<file path="src/flash_pkg.sv">
// ******************************
// shared definitions for the quad-SPI flash read path:
// protocol constants, transfer lengths and the
// host request/response and flash pin structs
// ******************************

`default_nettype none

package flash_pkg;

    // fast read quad i/o, command on one line
    localparam logic [7:0] flash_read_cmd = 8'hEB;

    // mode bits sent after the address, no continuous read
    localparam logic [7:0] flash_mode_byte = 8'h00;

    localparam int flash_dummy_clocks = 4;

    // transfer lengths in half SPI clocks
    localparam logic [4:0] flash_cmd_half_clocks  = 5'd16;
    localparam logic [4:0] flash_quad_half_clocks = 5'd4;
    localparam logic [4:0] flash_mode_half_clocks = 5'(2 * (2 + flash_dummy_clocks));

    // falling edges with the quad bus driven for address and mode
    localparam logic [1:0] flash_quad_oe_clocks = 2'd2;

    typedef logic [23:0] flash_addr_t;

    typedef struct packed {
        logic        strobe;
        flash_addr_t addr;
    } host_req_t;

    typedef struct packed {
        logic        strobe;
        logic [31:0] data;
    } host_rsp_t;

    // controller side of the flash pins
    typedef struct packed {
        logic       csn;
        logic       sclk;
        logic [3:0] dout;
        logic [3:0] oe;
    } flash_pins_t;

endpackage

`default_nettype wire
</file>
<file path="src/flash_subsys_top.sv">
// ******************************
// flash read subsystem: bus port
// joined to the serial engine
// ******************************

`default_nettype none

module flash_subsys_top
    import flash_pkg::*;
(
    input  logic        clk,
    input  logic        rst,
    input  host_req_t   req,
    output host_rsp_t   rsp,
    output flash_pins_t pins,
    input  logic [3:0]  din
);

    logic        rd_valid;
    flash_addr_t rd_addr;
    logic        keep_streaming;
    logic        word_ready;
    logic [31:0] word_data;

    flash_bus_port u_bus_port (
        .clk            (clk),
        .rst            (rst),
        .req            (req),
        .rsp            (rsp),
        .rd_valid       (rd_valid),
        .rd_addr        (rd_addr),
        .keep_streaming (keep_streaming),
        .word_ready     (word_ready),
        .word_data      (word_data)
    );

    flash_serial_engine u_engine (
        .clk            (clk),
        .rst            (rst),
        .rd_valid       (rd_valid),
        .rd_addr        (rd_addr),
        .keep_streaming (keep_streaming),
        .word_ready     (word_ready),
        .word_data      (word_data),
        .pins           (pins),
        .din            (din)
    );

endmodule

`default_nettype wire

</file>
<file path="src/flash_bus_port.sv">
// ******************************
// host front end: prefetch slot, sequential
// address detection and stream keep/abort
// ******************************

`default_nettype none

module flash_bus_port
    import flash_pkg::*;
(
    input  logic        clk,
    input  logic        rst,
    input  host_req_t   req,
    output host_rsp_t   rsp,
    output logic        rd_valid,
    output flash_addr_t rd_addr,
    output logic        keep_streaming,
    input  logic        word_ready,
    input  logic [31:0] word_data
);

    logic        slot_valid;
    flash_addr_t slot_addr;
    logic [31:0] slot_data;
    flash_addr_t next_addr;
    logic        wait_word;
    logic        restart;
    logic        rsp_strobe;
    logic [31:0] rsp_data;
    logic        word_in;
    logic        slot_hit;
    logic        stream_hit;
    logic        slot_fill;

    // a word seen while rd_valid is low belongs to a stream already dropped
    assign word_in    = word_ready && rd_valid;
    assign slot_hit   = req.strobe && slot_valid && (slot_addr == req.addr);
    assign stream_hit = req.strobe && !slot_hit && rd_valid && (req.addr == next_addr);

    // stream on only while someone wants the word being delivered
    assign keep_streaming = wait_word || stream_hit;
    assign slot_fill      = word_in && !keep_streaming;

    assign rsp.strobe = rsp_strobe;
    assign rsp.data   = rsp_data;

    always_ff @(posedge clk) begin
        if (rst) begin
            rsp_strobe <= 1'b0;
            slot_valid <= 1'b0;
            slot_addr  <= '0;
            next_addr  <= '0;
            wait_word  <= 1'b0;
            restart    <= 1'b0;
            rd_valid   <= 1'b0;
            rd_addr    <= '0;
        end else begin
            rsp_strobe <= 1'b0;

            if (restart) begin
                rd_valid <= 1'b1;
                restart  <= 1'b0;
            end

            if (word_in) begin
                next_addr <= next_addr + 24'd4;
                if (keep_streaming) begin
                    rsp_strobe <= 1'b1;
                    wait_word  <= 1'b0;
                end else begin
                    slot_valid <= 1'b1;
                    slot_addr  <= next_addr;
                    rd_valid   <= 1'b0;
                end
            end

            if (slot_hit) begin
                rsp_strobe <= 1'b1;
                if (!slot_fill) begin
                    slot_valid <= 1'b0;
                end
            end else if (stream_hit) begin
                if (!word_in) begin
                    wait_word <= 1'b1;
                end
            end else if (req.strobe) begin
                // miss, drop rd_valid one cycle and reopen at the new address
                rd_valid  <= 1'b0;
                restart   <= 1'b1;
                rd_addr   <= req.addr;
                next_addr <= req.addr;
                wait_word <= 1'b1;
            end
        end
    end

    always_ff @(posedge clk) begin
        if (slot_hit) begin
            rsp_data <= slot_data;
        end else if (word_in) begin
            rsp_data <= word_data;
        end
        if (slot_fill) begin
            slot_data <= word_data;
        end
    end

endmodule

`default_nettype wire

</file>
<file path="src/flash_serial_engine.sv">
// ******************************
// quad-SPI pin sequencer: command, address, mode,
// dummy clocks, then streamed 32-bit data words
// ******************************

`default_nettype none

module flash_serial_engine
    import flash_pkg::*;
(
    input  logic        clk,
    input  logic        rst,
    input  logic        rd_valid,
    input  flash_addr_t rd_addr,
    input  logic        keep_streaming,
    output logic        word_ready,
    output logic [31:0] word_data,
    output flash_pins_t pins,
    input  logic [3:0]  din
);

    logic [7:0] buffer;
    logic [4:0] xfer_cnt;
    logic [3:0] state;
    logic       cmd_phase;
    logic [1:0] oe_count;
    logic       close;

    // end of transaction: request dropped, or host passed on the next word
    assign close = rst || !rd_valid || (word_ready && !keep_streaming);

    always_ff @(posedge clk) begin
        word_ready <= 1'b0;
        if (close) begin
            pins.csn  <= 1'b1;
            pins.sclk <= 1'b1;
            pins.dout <= 4'b0000;
            pins.oe   <= 4'b0000;
            xfer_cnt  <= 5'd0;
            state     <= 4'd0;
            cmd_phase <= 1'b0;
            oe_count  <= 2'd0;
        end else begin
            pins.csn <= 1'b0;

            if (xfer_cnt != 5'd0) begin
                xfer_cnt <= xfer_cnt - 5'd1;
                if (pins.sclk) begin
                    // falling edge, launch the next bit or nibble
                    pins.sclk <= 1'b0;
                    if (cmd_phase) begin
                        pins.dout <= {3'b000, buffer[7]};
                        pins.oe   <= 4'b0001;
                    end else begin
                        pins.dout <= buffer[7:4];
                        if (oe_count != 2'd0) begin
                            pins.oe  <= 4'b1111;
                            oe_count <= oe_count - 2'd1;
                        end else begin
                            // turnaround, flash owns the bus from here
                            pins.oe <= 4'b0000;
                        end
                    end
                end else begin
                    // rising edge, flash data is stable here
                    pins.sclk <= 1'b1;
                    if (cmd_phase) begin
                        buffer <= {buffer[6:0], 1'b0};
                    end else begin
                        buffer <= {buffer[3:0], din};
                    end
                end
            end else begin
                case (state)
                    4'd0: begin
                        buffer    <= flash_read_cmd;
                        xfer_cnt  <= flash_cmd_half_clocks;
                        cmd_phase <= 1'b1;
                        state     <= 4'd1;
                    end
                    4'd1: begin
                        buffer    <= rd_addr[23:16];
                        xfer_cnt  <= flash_quad_half_clocks;
                        cmd_phase <= 1'b0;
                        oe_count  <= flash_quad_oe_clocks;
                        state     <= 4'd2;
                    end
                    4'd2: begin
                        buffer   <= rd_addr[15:8];
                        xfer_cnt <= flash_quad_half_clocks;
                        oe_count <= flash_quad_oe_clocks;
                        state    <= 4'd3;
                    end
                    4'd3: begin
                        buffer   <= rd_addr[7:0];
                        xfer_cnt <= flash_quad_half_clocks;
                        oe_count <= flash_quad_oe_clocks;
                        state    <= 4'd4;
                    end
                    4'd4: begin
                        // mode nibbles driven, dummy clocks run with oe low
                        buffer   <= flash_mode_byte;
                        xfer_cnt <= flash_mode_half_clocks;
                        oe_count <= flash_quad_oe_clocks;
                        state    <= 4'd5;
                    end
                    4'd5: begin
                        // first data byte, nothing to store yet
                        xfer_cnt <= flash_quad_half_clocks;
                        oe_count <= 2'd0;
                        state    <= 4'd6;
                    end
                    4'd6: begin
                        word_data[7:0] <= buffer;
                        xfer_cnt       <= flash_quad_half_clocks;
                        state          <= 4'd7;
                    end
                    4'd7: begin
                        word_data[15:8] <= buffer;
                        xfer_cnt        <= flash_quad_half_clocks;
                        state           <= 4'd8;
                    end
                    4'd8: begin
                        word_data[23:16] <= buffer;
                        xfer_cnt         <= flash_quad_half_clocks;
                        state            <= 4'd9;
                    end
                    default: begin
                        // word complete, already clocking the next one
                        word_data[31:24] <= buffer;
                        word_ready       <= 1'b1;
                        xfer_cnt         <= flash_quad_half_clocks;
                        state            <= 4'd6;
                    end
                endcase
            end
        end
    end

endmodule

`default_nettype wire

</file>
<file path="config.mk">
export PLATFORM = sky130hd
export DESIGN_NAME = flash_subsys_top
export DESIGN_NICKNAME = d
export VERILOG_FILES = /design/src/flash_pkg.sv /design/src/flash_subsys_top.sv /design/src/flash_bus_port.sv /design/src/flash_serial_engine.sv
export SDC_FILE = /design/constraint.sdc
export NUM_CORES = 1
export LEC_CHECK = 0
export ABC_AREA = 1
export ABC_CLOCK_PERIOD_IN_PS = 2200
export BUFFER_PORTS_ARGS = -buffer_cell sky130_fd_sc_hd__buf_2
export CAP_MARGIN = 40
export CORE_MARGIN = 3
export CORE_UTILIZATION = 50
export CTS_BUF_LIST = sky130_fd_sc_hd__clkbuf_4
export CTS_CLUSTER_SIZE = 20
export DETAILED_ROUTE_END_ITERATION = 12
export PLACE_DENSITY = 0.77
export SLEW_MARGIN = 5
export SYNTH_ARGS = -nofsm -noshare
export SYNTH_HDL_FRONTEND = slang
export SYNTH_SLANG_ARGS = --single-unit
</file>
<file path="constraint.sdc">
create_clock -name clk -period 2.2 [get_ports clk]
set_input_delay 0 -clock clk [delete_from_list [all_inputs] [get_ports clk]]
set_output_delay 0 -clock clk [all_outputs]
set_load 0.05 [all_outputs]
</file>
# ---- After elaboration in Yosys (flattened, before gate mapping)
# Index checks and enable logic that the tools add are counted.
dict set report word_totals {
  ff_bits 204
  output_inout_bits 43
  wordCells 128
}
dict set report op_classes {
  addsub 3
  eq_ne 14
  mux 46
  n_bitwise 6
  n_reduce_logical 35
}
# operator count
set ops {}
lappend ops {{24-bit 2-to-1 mux} 4}
lappend ops {{32-bit 2-to-1 mux} 2}
lappend ops {{24-bit == test} 2}
lappend ops {{8-bit 2-to-1 mux} 5}
lappend ops {{8-bit case mux with 5 select lines} 1}
lappend ops {{4-bit case mux with 8 select lines} 1}
lappend ops {{24-bit by 3-bit adder with 24-bit output, second input constant} 1}
lappend ops {{1-bit 2-to-1 mux} 22}
lappend ops {{3-bit AND reduction} 6}
lappend ops {{4-bit by 3-bit == test with 1-bit output, second input constant} 4}
lappend ops {{10-bit 2-to-1 mux} 1}
lappend ops {{5-bit case mux with 2 select lines} 1}
lappend ops {{9-bit 2-to-1 mux} 1}
lappend ops {{9-bit OR reduction} 1}
lappend ops {{4-bit by 2-bit == test with 1-bit output, second input constant} 2}
lappend ops {{1-bit logical AND} 8}
lappend ops {{2-bit 2-to-1 mux} 4}
lappend ops {{2-bit inequality test, second input constant} 3}
lappend ops {{1-bit inverter} 6}
lappend ops {{2-bit AND reduction} 3}
lappend ops {{2-bit nonzero test} 3}
lappend ops {{6-bit nonzero test} 1}
lappend ops {{5-bit 2-to-1 mux} 1}
lappend ops {{5-bit nonzero test} 1}
lappend ops {{16 further kinds} 20}

# ---- Logic depth before layout (Yosys ltp)
# Gate-level depths: netlist (run 1).
dict set report logic_depth {
  word_depth 12
  depth_mapped 14
  depth_no_buf 13
}

# ---- Hierarchy
# From an unflattened synthesis (run 1), not the netlist that was laid out.
dict set report hier_totals {
  cells_unflattened 1126
  hier_area_um2 9273.9
}
# module instances cells_each area_each_um2 seq_area_each_um2
set by_module_without_submodules {}
lappend by_module_without_submodules {flash_bus_port 1 854 6630.1 3463.3}
lappend by_module_without_submodules {flash_serial_engine 1 272 2643.8 1621.6}

# ---- Worst setup path before layout (run 1)
# No wires, ideal clock.
dict set report synth_path {
  kind {register to register}
  startpoint {register u_bus_port.slot_addr[9]}
  endpoint {register u_bus_port.rsp_data[0], enable pin}
  setup_ns 0.387
  arrival_time_ns 1.782
  t_required_ns 1.813
  slack_ns 0.031
  path_stages_with_launch 11
  path_buffers 0
  synth_period_minus_slack_ns 2.169
  path_cell_list {dfxtp_1 inv_1 nand2_1 nand2_1 nor3b_1 nand3b_1 nor2_1 nand2_1 clkinv_1 nor2_1 inv_1}
}
dict set report synth_between {
  elab_chain_len 3
}
# item line_no
set synth_rtl {}
lappend synth_rtl {{from (decl)} flash_bus_port.sv:23} ;# flash_addr_t slot_addr;
lappend synth_rtl {{from (signal assigned)} flash_bus_port.sv:72} ;# slot_addr <= next_addr;
lappend synth_rtl {{24-bit == test} flash_bus_port.sv:37} ;# assign slot_hit = req.strobe && slot_valid && (slot_addr == req.addr);
lappend synth_rtl {{1-bit logical AND} flash_bus_port.sv:37}
lappend synth_rtl {{2-bit nonzero test (no source line)} --}
lappend synth_rtl {{to (signal assigned)} flash_bus_port.sv:99} ;# rsp_data <= slot_data;
lappend synth_rtl {{to (signal assigned)} flash_bus_port.sv:101} ;# rsp_data <= word_data;
lappend synth_rtl {{to (decl)} flash_bus_port.sv:29} ;# logic [31:0] rsp_data;
# Every way passes these cells.
# A chain may end at the register's enable or synchronous reset.

# ---- Worst setup path in the final report (run 1)
dict set report layout_path {
  startpoint {register u_bus_port.slot_addr[5]}
  endpoint {register u_bus_port.slot_data[10], enable pin}
}
dict set report layout_between {
  elab_chain_len 9
}
# item line_no
set layout_rtl {}
lappend layout_rtl {{24-bit == test} flash_bus_port.sv:37}
lappend layout_rtl {{1-bit logical AND} flash_bus_port.sv:37}
lappend layout_rtl {{1-bit logical NOT} flash_bus_port.sv:38} ;# assign stream_hit = req.strobe && !slot_hit && rd_valid && (req.addr == next_addr);
lappend layout_rtl {{1-bit logical AND (3 in series)} flash_bus_port.sv:38}
lappend layout_rtl {{1-bit logical OR} flash_bus_port.sv:41} ;# assign keep_streaming = wait_word || stream_hit;
lappend layout_rtl {{1-bit logical NOT} flash_bus_port.sv:42} ;# assign slot_fill = word_in && !keep_streaming;
lappend layout_rtl {{1-bit logical AND} flash_bus_port.sv:42}
lappend layout_rtl {{via u_bus_port.slot_fill} flash_bus_port.sv:33} ;# logic slot_fill;
lappend layout_rtl {{to (signal assigned)} flash_bus_port.sv:104} ;# slot_data <= word_data;
lappend layout_rtl {{to (decl)} flash_bus_port.sv:24} ;# logic [31:0] slot_data;
# The timed path passes the listed nets, and every way through them passes these cells.

==> impl_metrics.env, run 1 <==
export IMPL_start_util=0.519
export IMPL_yosysWarnings=0
export IMPL_worstSetupPathType="register to register"
export IMPL_p_per_area_nw_per_um2=700
export IMPL_netlist_instances=1089
export IMPL_die_area_um2=19900
export IMPL_setup_violations=0
export IMPL_crit_arrival_ns=2.43
export IMPL_final_nets=1284
export IMPL_start_kind="register"
export IMPL_ys_flop_type="edfxtp_1"
export IMPL_seqCellArea_um2=5100
export IMPL_synth_edf_count=104
export IMPL_async_flop_share=0
export IMPL_multi_input_comb_area_um2=3290
export IMPL_drt_iter0_drc=759
export IMPL_hold_viol_final=0
export IMPL_areaGrowthSynthToFinish_pct=20.4
export IMPL_maxCapViolations=0
export IMPL_hold_class="input pin to register"
export IMPL_avgSynthCellArea_um2=8.37
export IMPL_syn_area_um2=9110
export IMPL_placed_area_um2=9910
export IMPL_drt_drc_violations_left=0
export IMPL_boundaryPins=74
export IMPL_timing_critical_path_to_type="register"
export IMPL_max_slew_margin=0.665
export IMPL_grt_antenna_before_repair=1
export IMPL_grt_overflow_total=0
export IMPL_cts_tree="done"
export IMPL_ys_types=37
export IMPL_fmax_mhz=481
export IMPL_clk_path_buf_depth=3
export IMPL_crit_end="u_bus_port.slot_data[10]$_DFFE_PP_"
export IMPL_final_layout_size_suffix_gt1_frac=0.185
export IMPL_routed_wl_mm=23.5
export IMPL_cp_max_fo=26
export IMPL_die_w_um=141
export IMPL_grt_pass1_wl_mm=37.5
export IMPL_dp_hpwl_mm=16.5
export IMPL_ys_seq_elements=202
export IMPL_fin_area_um2=11000
export IMPL_reg2reg_depth=12
export IMPL_die_height_um=141
export IMPL_timing_hold_ws_ns=0.236
export IMPL_fill_cells=1529
export IMPL_gp_congestion=0.939
export IMPL_r2r_end="u_bus_port.slot_data[10]$_DFFE_PP_"
export IMPL_status="finished, final reports clean"
export IMPL_clock_latency_ns=0.65
export IMPL_ys_seq_area_frac=0.558
export IMPL_min_period_ns=2.08
export IMPL_drt_pass1_iterations=5
export IMPL_worstReg2RegStart="u_bus_port.slot_addr[5]$_SDFFE_PP0P_"
export IMPL_root_buffer="clkbuf_4"
export IMPL_startpoint="u_bus_port.slot_addr[5]$_SDFFE_PP0P_"
export IMPL_cp_required_ns=2.55
export IMPL_cts_num_sinks=202
export IMPL_syn_nets=1123
export IMPL_core_um2=17500
export IMPL_tightest_slew_ns=0.498
export IMPL_r2r_slack_ns=0.12
export IMPL_track_usage=0.236
export IMPL_p_leak_uw=0.00475
export IMPL_viasPerCell=5.13
export IMPL_fin_crit_sh=0.945
export IMPL_grt_start_max_net_pins=43
export IMPL_clkSlewWorstSetupHoldPaths_ns=0.07
export IMPL_ys_top_cells_by_area="edfxtp_1 (34%), dfxtp_1 (22%), nand2_1 (14%), inv_1 (6.2%), nor2_1 (3.7%)"
export IMPL_vias=7775
export IMPL_clock_skew_final_ns=0.0455
export IMPL_wl_per_cell_um=15.5
export IMPL_cts_max_level=2
export IMPL_synth_top_area_share=0.343
export IMPL_yosys_area_top_type="edfxtp_1"
export IMPL_slew_viol_final=0
export IMPL_cts_buffers=51
export IMPL_route_antenna_remaining_nets=0
export IMPL_rows=48
export IMPL_port_buffers=73
export IMPL_peakVddDrop_mv=0.431
export IMPL_setup_tns_ns=0
export IMPL_grt_pass1_vias=7379
## cells by family after synthesis
logic type                 after synthesis  synth area share
and+or+nand+nor                        524             0.244
DFF                                    202             0.558
buffers and inverters                  197            0.0860
AOI/OAI and AO/OA                      133            0.0786
xor gates and xnor gates                30            0.0288
adders and majority gates                3           0.00412
## through the flow
stage | util | power, uW | worst slack, ns | instances
after global routing | 0.626 | 8030 | -0.0175 | 1516
after detailed placement | 0.565 | 4580 | -0.00611 | 1389
after global placement | 0.565 | 4570 | 0.0462 | 1389
after floorplan | - | 4390 | 0.0311 | 1089
final | 0.626 | 7680 | 0.121 | 1516
after CTS | 0.620 | 7750 | 0.0678 | 1513
## sequential cells by signal, summed over array words and instances (netlist names), 2 cells and up
| register | cells |
|---|---|
| u_engine.buffer | 8 |
| u_bus_port.slot_data | 32 |
| u_engine.state | 4 |
| u_engine.xfer_cnt | 5 |
| u_engine.word_data | 32 |
| u_bus_port.slot_addr | 24 |
| u_bus_port.rsp_data | 32 |
| u_bus_port.rd_addr | 24 |
| u_engine.oe_count | 2 |
| u_bus_port.next_addr | 24 |
| u_engine.pins | 8 |
## power by group
part / leakage [uW] / switching, uW / internal (uW) / total, uW
logic: 0.00262 / 324 / 194 / 517
clock network: 0.000388 / 1510 / 1610 / 3120
registers: 0.00174 / 49.6 / 3990 / 4040
## worst min path at each step
stage	end	slack [ns]	cells after the start	start
floorplan	u_bus_port.slot_valid$_SDFF_PP0_	0.07	1	rst
global placement	u_bus_port.restart$_SDFF_PP0_	0.32	2	rst
detailed placement	u_bus_port.restart$_SDFF_PP0_	0.32	2	rst
CTS	u_bus_port.wait_word$_SDFF_PP0_	0.16	3	rst
global route	u_bus_port.wait_word$_SDFF_PP0_	0.18	3	rst
finish	u_bus_port.wait_word$_SDFF_PP0_	0.24	3	rst
## cell usage in the layout, fill, tap and decap left out, types with 3 or more instances in the layout
cell type,synthesis,final
a211oi_1,5,5
a21oi_1,63,63
buf_12,0,4
buf_2,8,73
buf_4,3,32
clkbuf_4,0,77
clkinv_1,4,15
clkinv_2,0,3
dfxtp_1,98,89
dfxtp_2,0,9
dlygate4sd3_1,0,31
edfxtp_1,104,104
ha_1,3,3
inv_1,151,151
inv_2,8,7
nand2_1,336,335
nand3_1,26,25
nand3_4,3,4
nand3b_1,7,7
nand4_1,29,29
nor2_1,91,88
nor2_2,11,12
nor3_1,9,8
o211ai_1,8,8
o21ai_0,45,45
o22ai_1,7,7
or2_2,3,3
xnor2_1,7,6
xor2_1,23,23
## worst max-delay path, stage by stage (launching register included)
cell and delay, ns:
dfxtp_1 0.34, inv_1 0.06, nand2_1 0.10, nand2_1 0.07, nor2_2 0.13, nand3_1 0.08
nor2_1 0.13, nand3_2 0.15, nand3_4 0.12, buf_12 0.18, nand3_4 0.11, inv_6 0.12
clkbuf_16 0.18
## routing by layer
layer | part of all wire | routed length (um) | global-route usage | vias to the layer above
met3 | 0.076 | 1780 | 0.0488 | 63
met5 | 0 | 0 | 0 | -
li1 | - | - | - | 3864
met1 | 0.42 | 9910 | 0.315 | 3533
met4 | 0.029 | 676 | 0.0847 | 0
met2 | 0.47 | 11200 | 0.382 | 315
## final cells by class
class / count / share of cell area
antenna: 1 / 0.000228
multi-input combinational: 690 / 0.300
timing repair buffer: 142 / 0.0944
sequential: 202 / 0.465
clock buffer: 77 / 0.0527
inverter: 163 / 0.0562
clock inverter: 16 / 0.00661
tap: 225 / 0.0257
## synthesized netlist by cell type, types with 2 or more instances
cell type and number:
o211ai_1 8, nand4_1 29, clkinv_1 4, nor2_1 91, a211oi_1 5, o22ai_1 7, inv_1 151, clkbuf_1 17
dfxtp_1 98, nand3_1 26, nor4_1 2, inv_2 8, nand3b_1 7, nor3_1 9, xnor2_1 7, nand3_4 3
nand3_2 2, o221ai_1 2, edfxtp_1 104, xor2_1 23, buf_1 3, a21oi_1 63, o21ai_1 2, buf_2 8
buf_4 3, nor2_2 11, o21ai_0 45, ha_1 3, or2_2 3, buf_6 3, nand2_1 336
## timing repair
item / in CTS / in global routing
pin swaps: 0 / 3
endpoints found under the hold margin: 71 / 0
resized for setup: 1 / 22
cloned: 0 / 1
endpoints found under the setup margin: 2 / 143
buffers inserted: 0 / 1
hold buffers: 31 / 0
(Power assumes the default switching activity.)
==> inputs of run 2 (changes only) <==
GPL_TIMING_DRIVEN = 0   (was unset)
REMOVE_ABC_BUFFERS = 1   (was unset)
SYNTH_HIERARCHICAL = 1   (was unset)
==> impl_metrics.env, run 2 <==
export IMPL_start_kind="register"
export IMPL_slew_viol_final=0
export IMPL_rows=49
export IMPL_fin_area_um2=11800
export IMPL_combinationalPowerShare=0.071
export IMPL_rsz0062_at_grt="yes"
export IMPL_final_nets=1347
export IMPL_core_um2=18100
export IMPL_max_stage_delay_ns=0.38
export IMPL_power_uw=7790
export IMPL_worstHoldStart="req[7]"
export IMPL_synth_most_common_cell="nand2_1"
export IMPL_clock_latency_ns=0.68
export IMPL_violations="setup timing"
export IMPL_path_buf_inv=6
export IMPL_cts_tree="done"
export IMPL_cts_buffers=51
export IMPL_fin_crit_sh=1.08
export IMPL_worstSetupPathType="register to register"
export IMPL_yosys_area_top_type="edfxtp_1"
export IMPL_crit_chain="inv_2 -> nand2_1 -> nand2_2 -> nor2_2 -> nand2_1 -> nor2_1 -> nand2_2 -> nor2_4 -> nand3_4 -> buf_4 -> buf_6 -> nand3_4 -> clkinvlp_4 -> buf_12 -> buf_16"
export IMPL_power_switching_uw=1950
export IMPL_yosysWarnings=6
export IMPL_ys_flop_type="edfxtp_1"
export IMPL_die_w_um=142
export IMPL_crit_family="simple AND/OR/NAND/NOR gates"
export IMPL_ys_seq_elements=202
export IMPL_fin_ws_ns=-0.172
export IMPL_grt_pass1_vias=7576
export IMPL_final_util=0.654
export IMPL_status="finished, violations left"
export IMPL_worstReg2RegStart="u_bus_port/next_addr[2]$_SDFF_PP0_"
export IMPL_track_usage=0.243
export IMPL_hold_class="input pin to register"
export IMPL_boundaryPins=74
export IMPL_dp_hpwl_mm=15.7
export IMPL_drt_pass1_iterations=5
export IMPL_cts_num_sinks=202
export IMPL_drt_drc_violations_left=0
export IMPL_cp_required_ns=2.61
export IMPL_drt_iter0_drc=740
export IMPL_wl_met3_mm=1.87
export IMPL_syn_area_um2=9270
export IMPL_synth_edf_count=104
export IMPL_port_buffers=73
export IMPL_die_area_um2=20200
export IMPL_placed_area_um2=9870
export IMPL_grt_pass1_wl_mm=38.8
export IMPL_p_clk_frac=0.410
export IMPL_routed_wl_mm=25.3
export IMPL_ys_types=38
export IMPL_met1_length_mm=10.4
export IMPL_maxCapViolations=0
export IMPL_vias=8209
export IMPL_areaGrowthSynthToFinish_pct=27.6
export IMPL_grt_antenna_before_repair=1
export IMPL_setup_violations=99
export IMPL_p_sw_frac=0.250
export IMPL_root_buffer="clkbuf_4"
export IMPL_avgSynthCellArea_um2=8.24
export IMPL_ys_top_cells_by_area="edfxtp_1 (34%), dfxtp_1 (21%), nand2_1 (14%), inv_1 (6.4%), nor2_1 (4.7%)"
export IMPL_p_per_area_nw_per_um2=658
export IMPL_netlist_instances=1126
export IMPL_p_leak_uw=0.00516
export IMPL_reg_top3="u_bus_port/rsp_data (32), u_bus_port/slot_data (32), u_engine/word_data (32)"
export IMPL_timing_critical_path_to_type="register"
export IMPL_fmax_mhz=422
export IMPL_peakVddDrop_mv=0.385
export IMPL_async_flop_share=0
export IMPL_synth_top_area_share=0.337
export IMPL_max_slew_margin=0.367
export IMPL_clock_skew_final_ns=0.0493
export IMPL_final_layout_size_suffix_gt1_frac=0.249
export IMPL_clk_path_buf_depth=3
export IMPL_wl_met2_mm=12.2
export IMPL_tightest_slew_ns=0.949
export IMPL_start_util=0.513
export IMPL_clkSlewWorstSetupHoldPaths_ns=0.08
export IMPL_route_antenna_remaining_nets=0
export IMPL_seqCellArea_um2=5120
export IMPL_grt_start_max_net_pins=49
export IMPL_multi_input_comb_area_um2=3670
export IMPL_final_common_cell="nand2_1"
export IMPL_yosys_top_cells_count="nand2_1 (356), inv_1 (159), nor2_1 (116), edfxtp_1 (104), dfxtp_1 (98)"
export IMPL_ys_seq_area_frac=0.548
export IMPL_startpoint="u_bus_port/next_addr[2]$_SDFF_PP0_"
export IMPL_viasPerCell=5.18
export IMPL_wl_per_cell_um=15.9
export IMPL_fill_cells=1350
export IMPL_seqPwrFrac=0.519
export IMPL_cp_max_fo=5
export IMPL_crit_arrival_ns=2.78
export IMPL_min_period_ns=2.37
export IMPL_die_height_um=142
export IMPL_gp_congestion=0.921
export IMPL_cts_max_level=2
export IMPL_final_cell_mix="nand2_1 (338), inv_1 (142), nor2_1 (105)"
export IMPL_highest_signal_layer="met4"
export IMPL_dp_worst_setup_slack_ns=-1.27
export IMPL_crit_slowest_cell="dfxtp_4"
export IMPL_hold_viol_final=0
export IMPL_grt_overflow_total=0
export IMPL_cell_internal_pwr_uw=5840
==> run 2: cell count changes in the layout (fill, tap and decap cells not counted), sizes merged, moves of 10 or more <==
cell	change
nor3	+10
nand3	+17
nor2	+21
a21oi	-27
buf	+21
nand2	+24
==> run 2: repair_timing <==
action / in CTS / in global routing
cloned: 5 / 2
buffers inserted: 43 / 17
pin swaps: 35 / 23
setup endpoints to repair: 234 / 176
hold endpoints to repair: 68 / 4
hold buffers: 30 / 3
gates resized for setup: 93 / 55
==> run 2: routing by layer <==
layer,vias up,track usage
met4,0,0.102
met3,61,0.0491
met1,3803,0.322
li1,4001,-
met5,-,0
met2,344,0.390
==> run 2: cells by family after synthesis <==
family,Yosys count,synth area share
AO/OA/AOI/OAI,92,0.0542
buffers and inverters,202,0.0890
AND/OR/NAND/NOR,594,0.273
adder cells (fa/ha/maj),3,0.00405
XOR/XNOR,33,0.0312
flip-flops,202,0.548
==> run 2: path summary, 6_finish.rpt <==
check,end,slack (ns),cells past startpoint
hold / removal,u_bus_port/rd_addr[7]$_SDFFE_PP0P_,0.17,4
setup reg to reg,u_bus_port/slot_data[27]$_DFFE_PP_,-0.17,15
setup / recovery,u_bus_port/slot_data[27]$_DFFE_PP_,-0.17,15
hold reg to reg,u_bus_port/slot_data[6]$_DFFE_PP_,0.43,0
==> run 2: worst register-to-register path: stages, from the launching register on <==
cell and delay [ns]:
dfxtp_4 0.38, inv_2 0.06, nand2_1 0.07, nand2_2 0.07
nor2_2 0.14, nand2_1 0.07, nor2_1 0.11, nand2_2 0.12
nor2_4 0.14, nand3_4 0.10, buf_4 0.15, buf_6 0.13
nand3_4 0.13, clkinvlp_4 0.18, buf_12 0.17, buf_16 0.13
==> run 2: area by class of cell <==
class / instances / share of cell area
Tap cell: 229 / 0.0242
Clock buffer: 78 / 0.0495
Sequential cell: 202 / 0.433
Clock inverter: 18 / 0.00719
Multi-Input combinational cell: 725 / 0.310
Inverter: 167 / 0.0548
Antenna cell: 1 / 0.000211
Timing Repair Buffer: 166 / 0.121
==> run 2: metrics by stage <==
stage	hold WS [ns]	TNS, ns	cells
2_1_floorplan	0.0691	-43.82	1091
3_3_place_gp	0.294	-235.22	1393
3_5_place_dp	0.298	-157.64	1398
4_1_cts	-0.0275	-8.76	1569
5_1_grt	0.156	-21.47	1586
6_report	0.172	-10.97	1586
==> run 2: power groups by stage <==
stage          combinational, uW  sequential (uW)  clock [uW]
2_1_floorplan                263             4100           0
3_3_place_gp                 412             4110           0
3_5_place_dp                 421             4120           0
4_1_cts                      513             4040        3250
5_1_grt                      606             4040        3500
6_report                     556             4040        3190
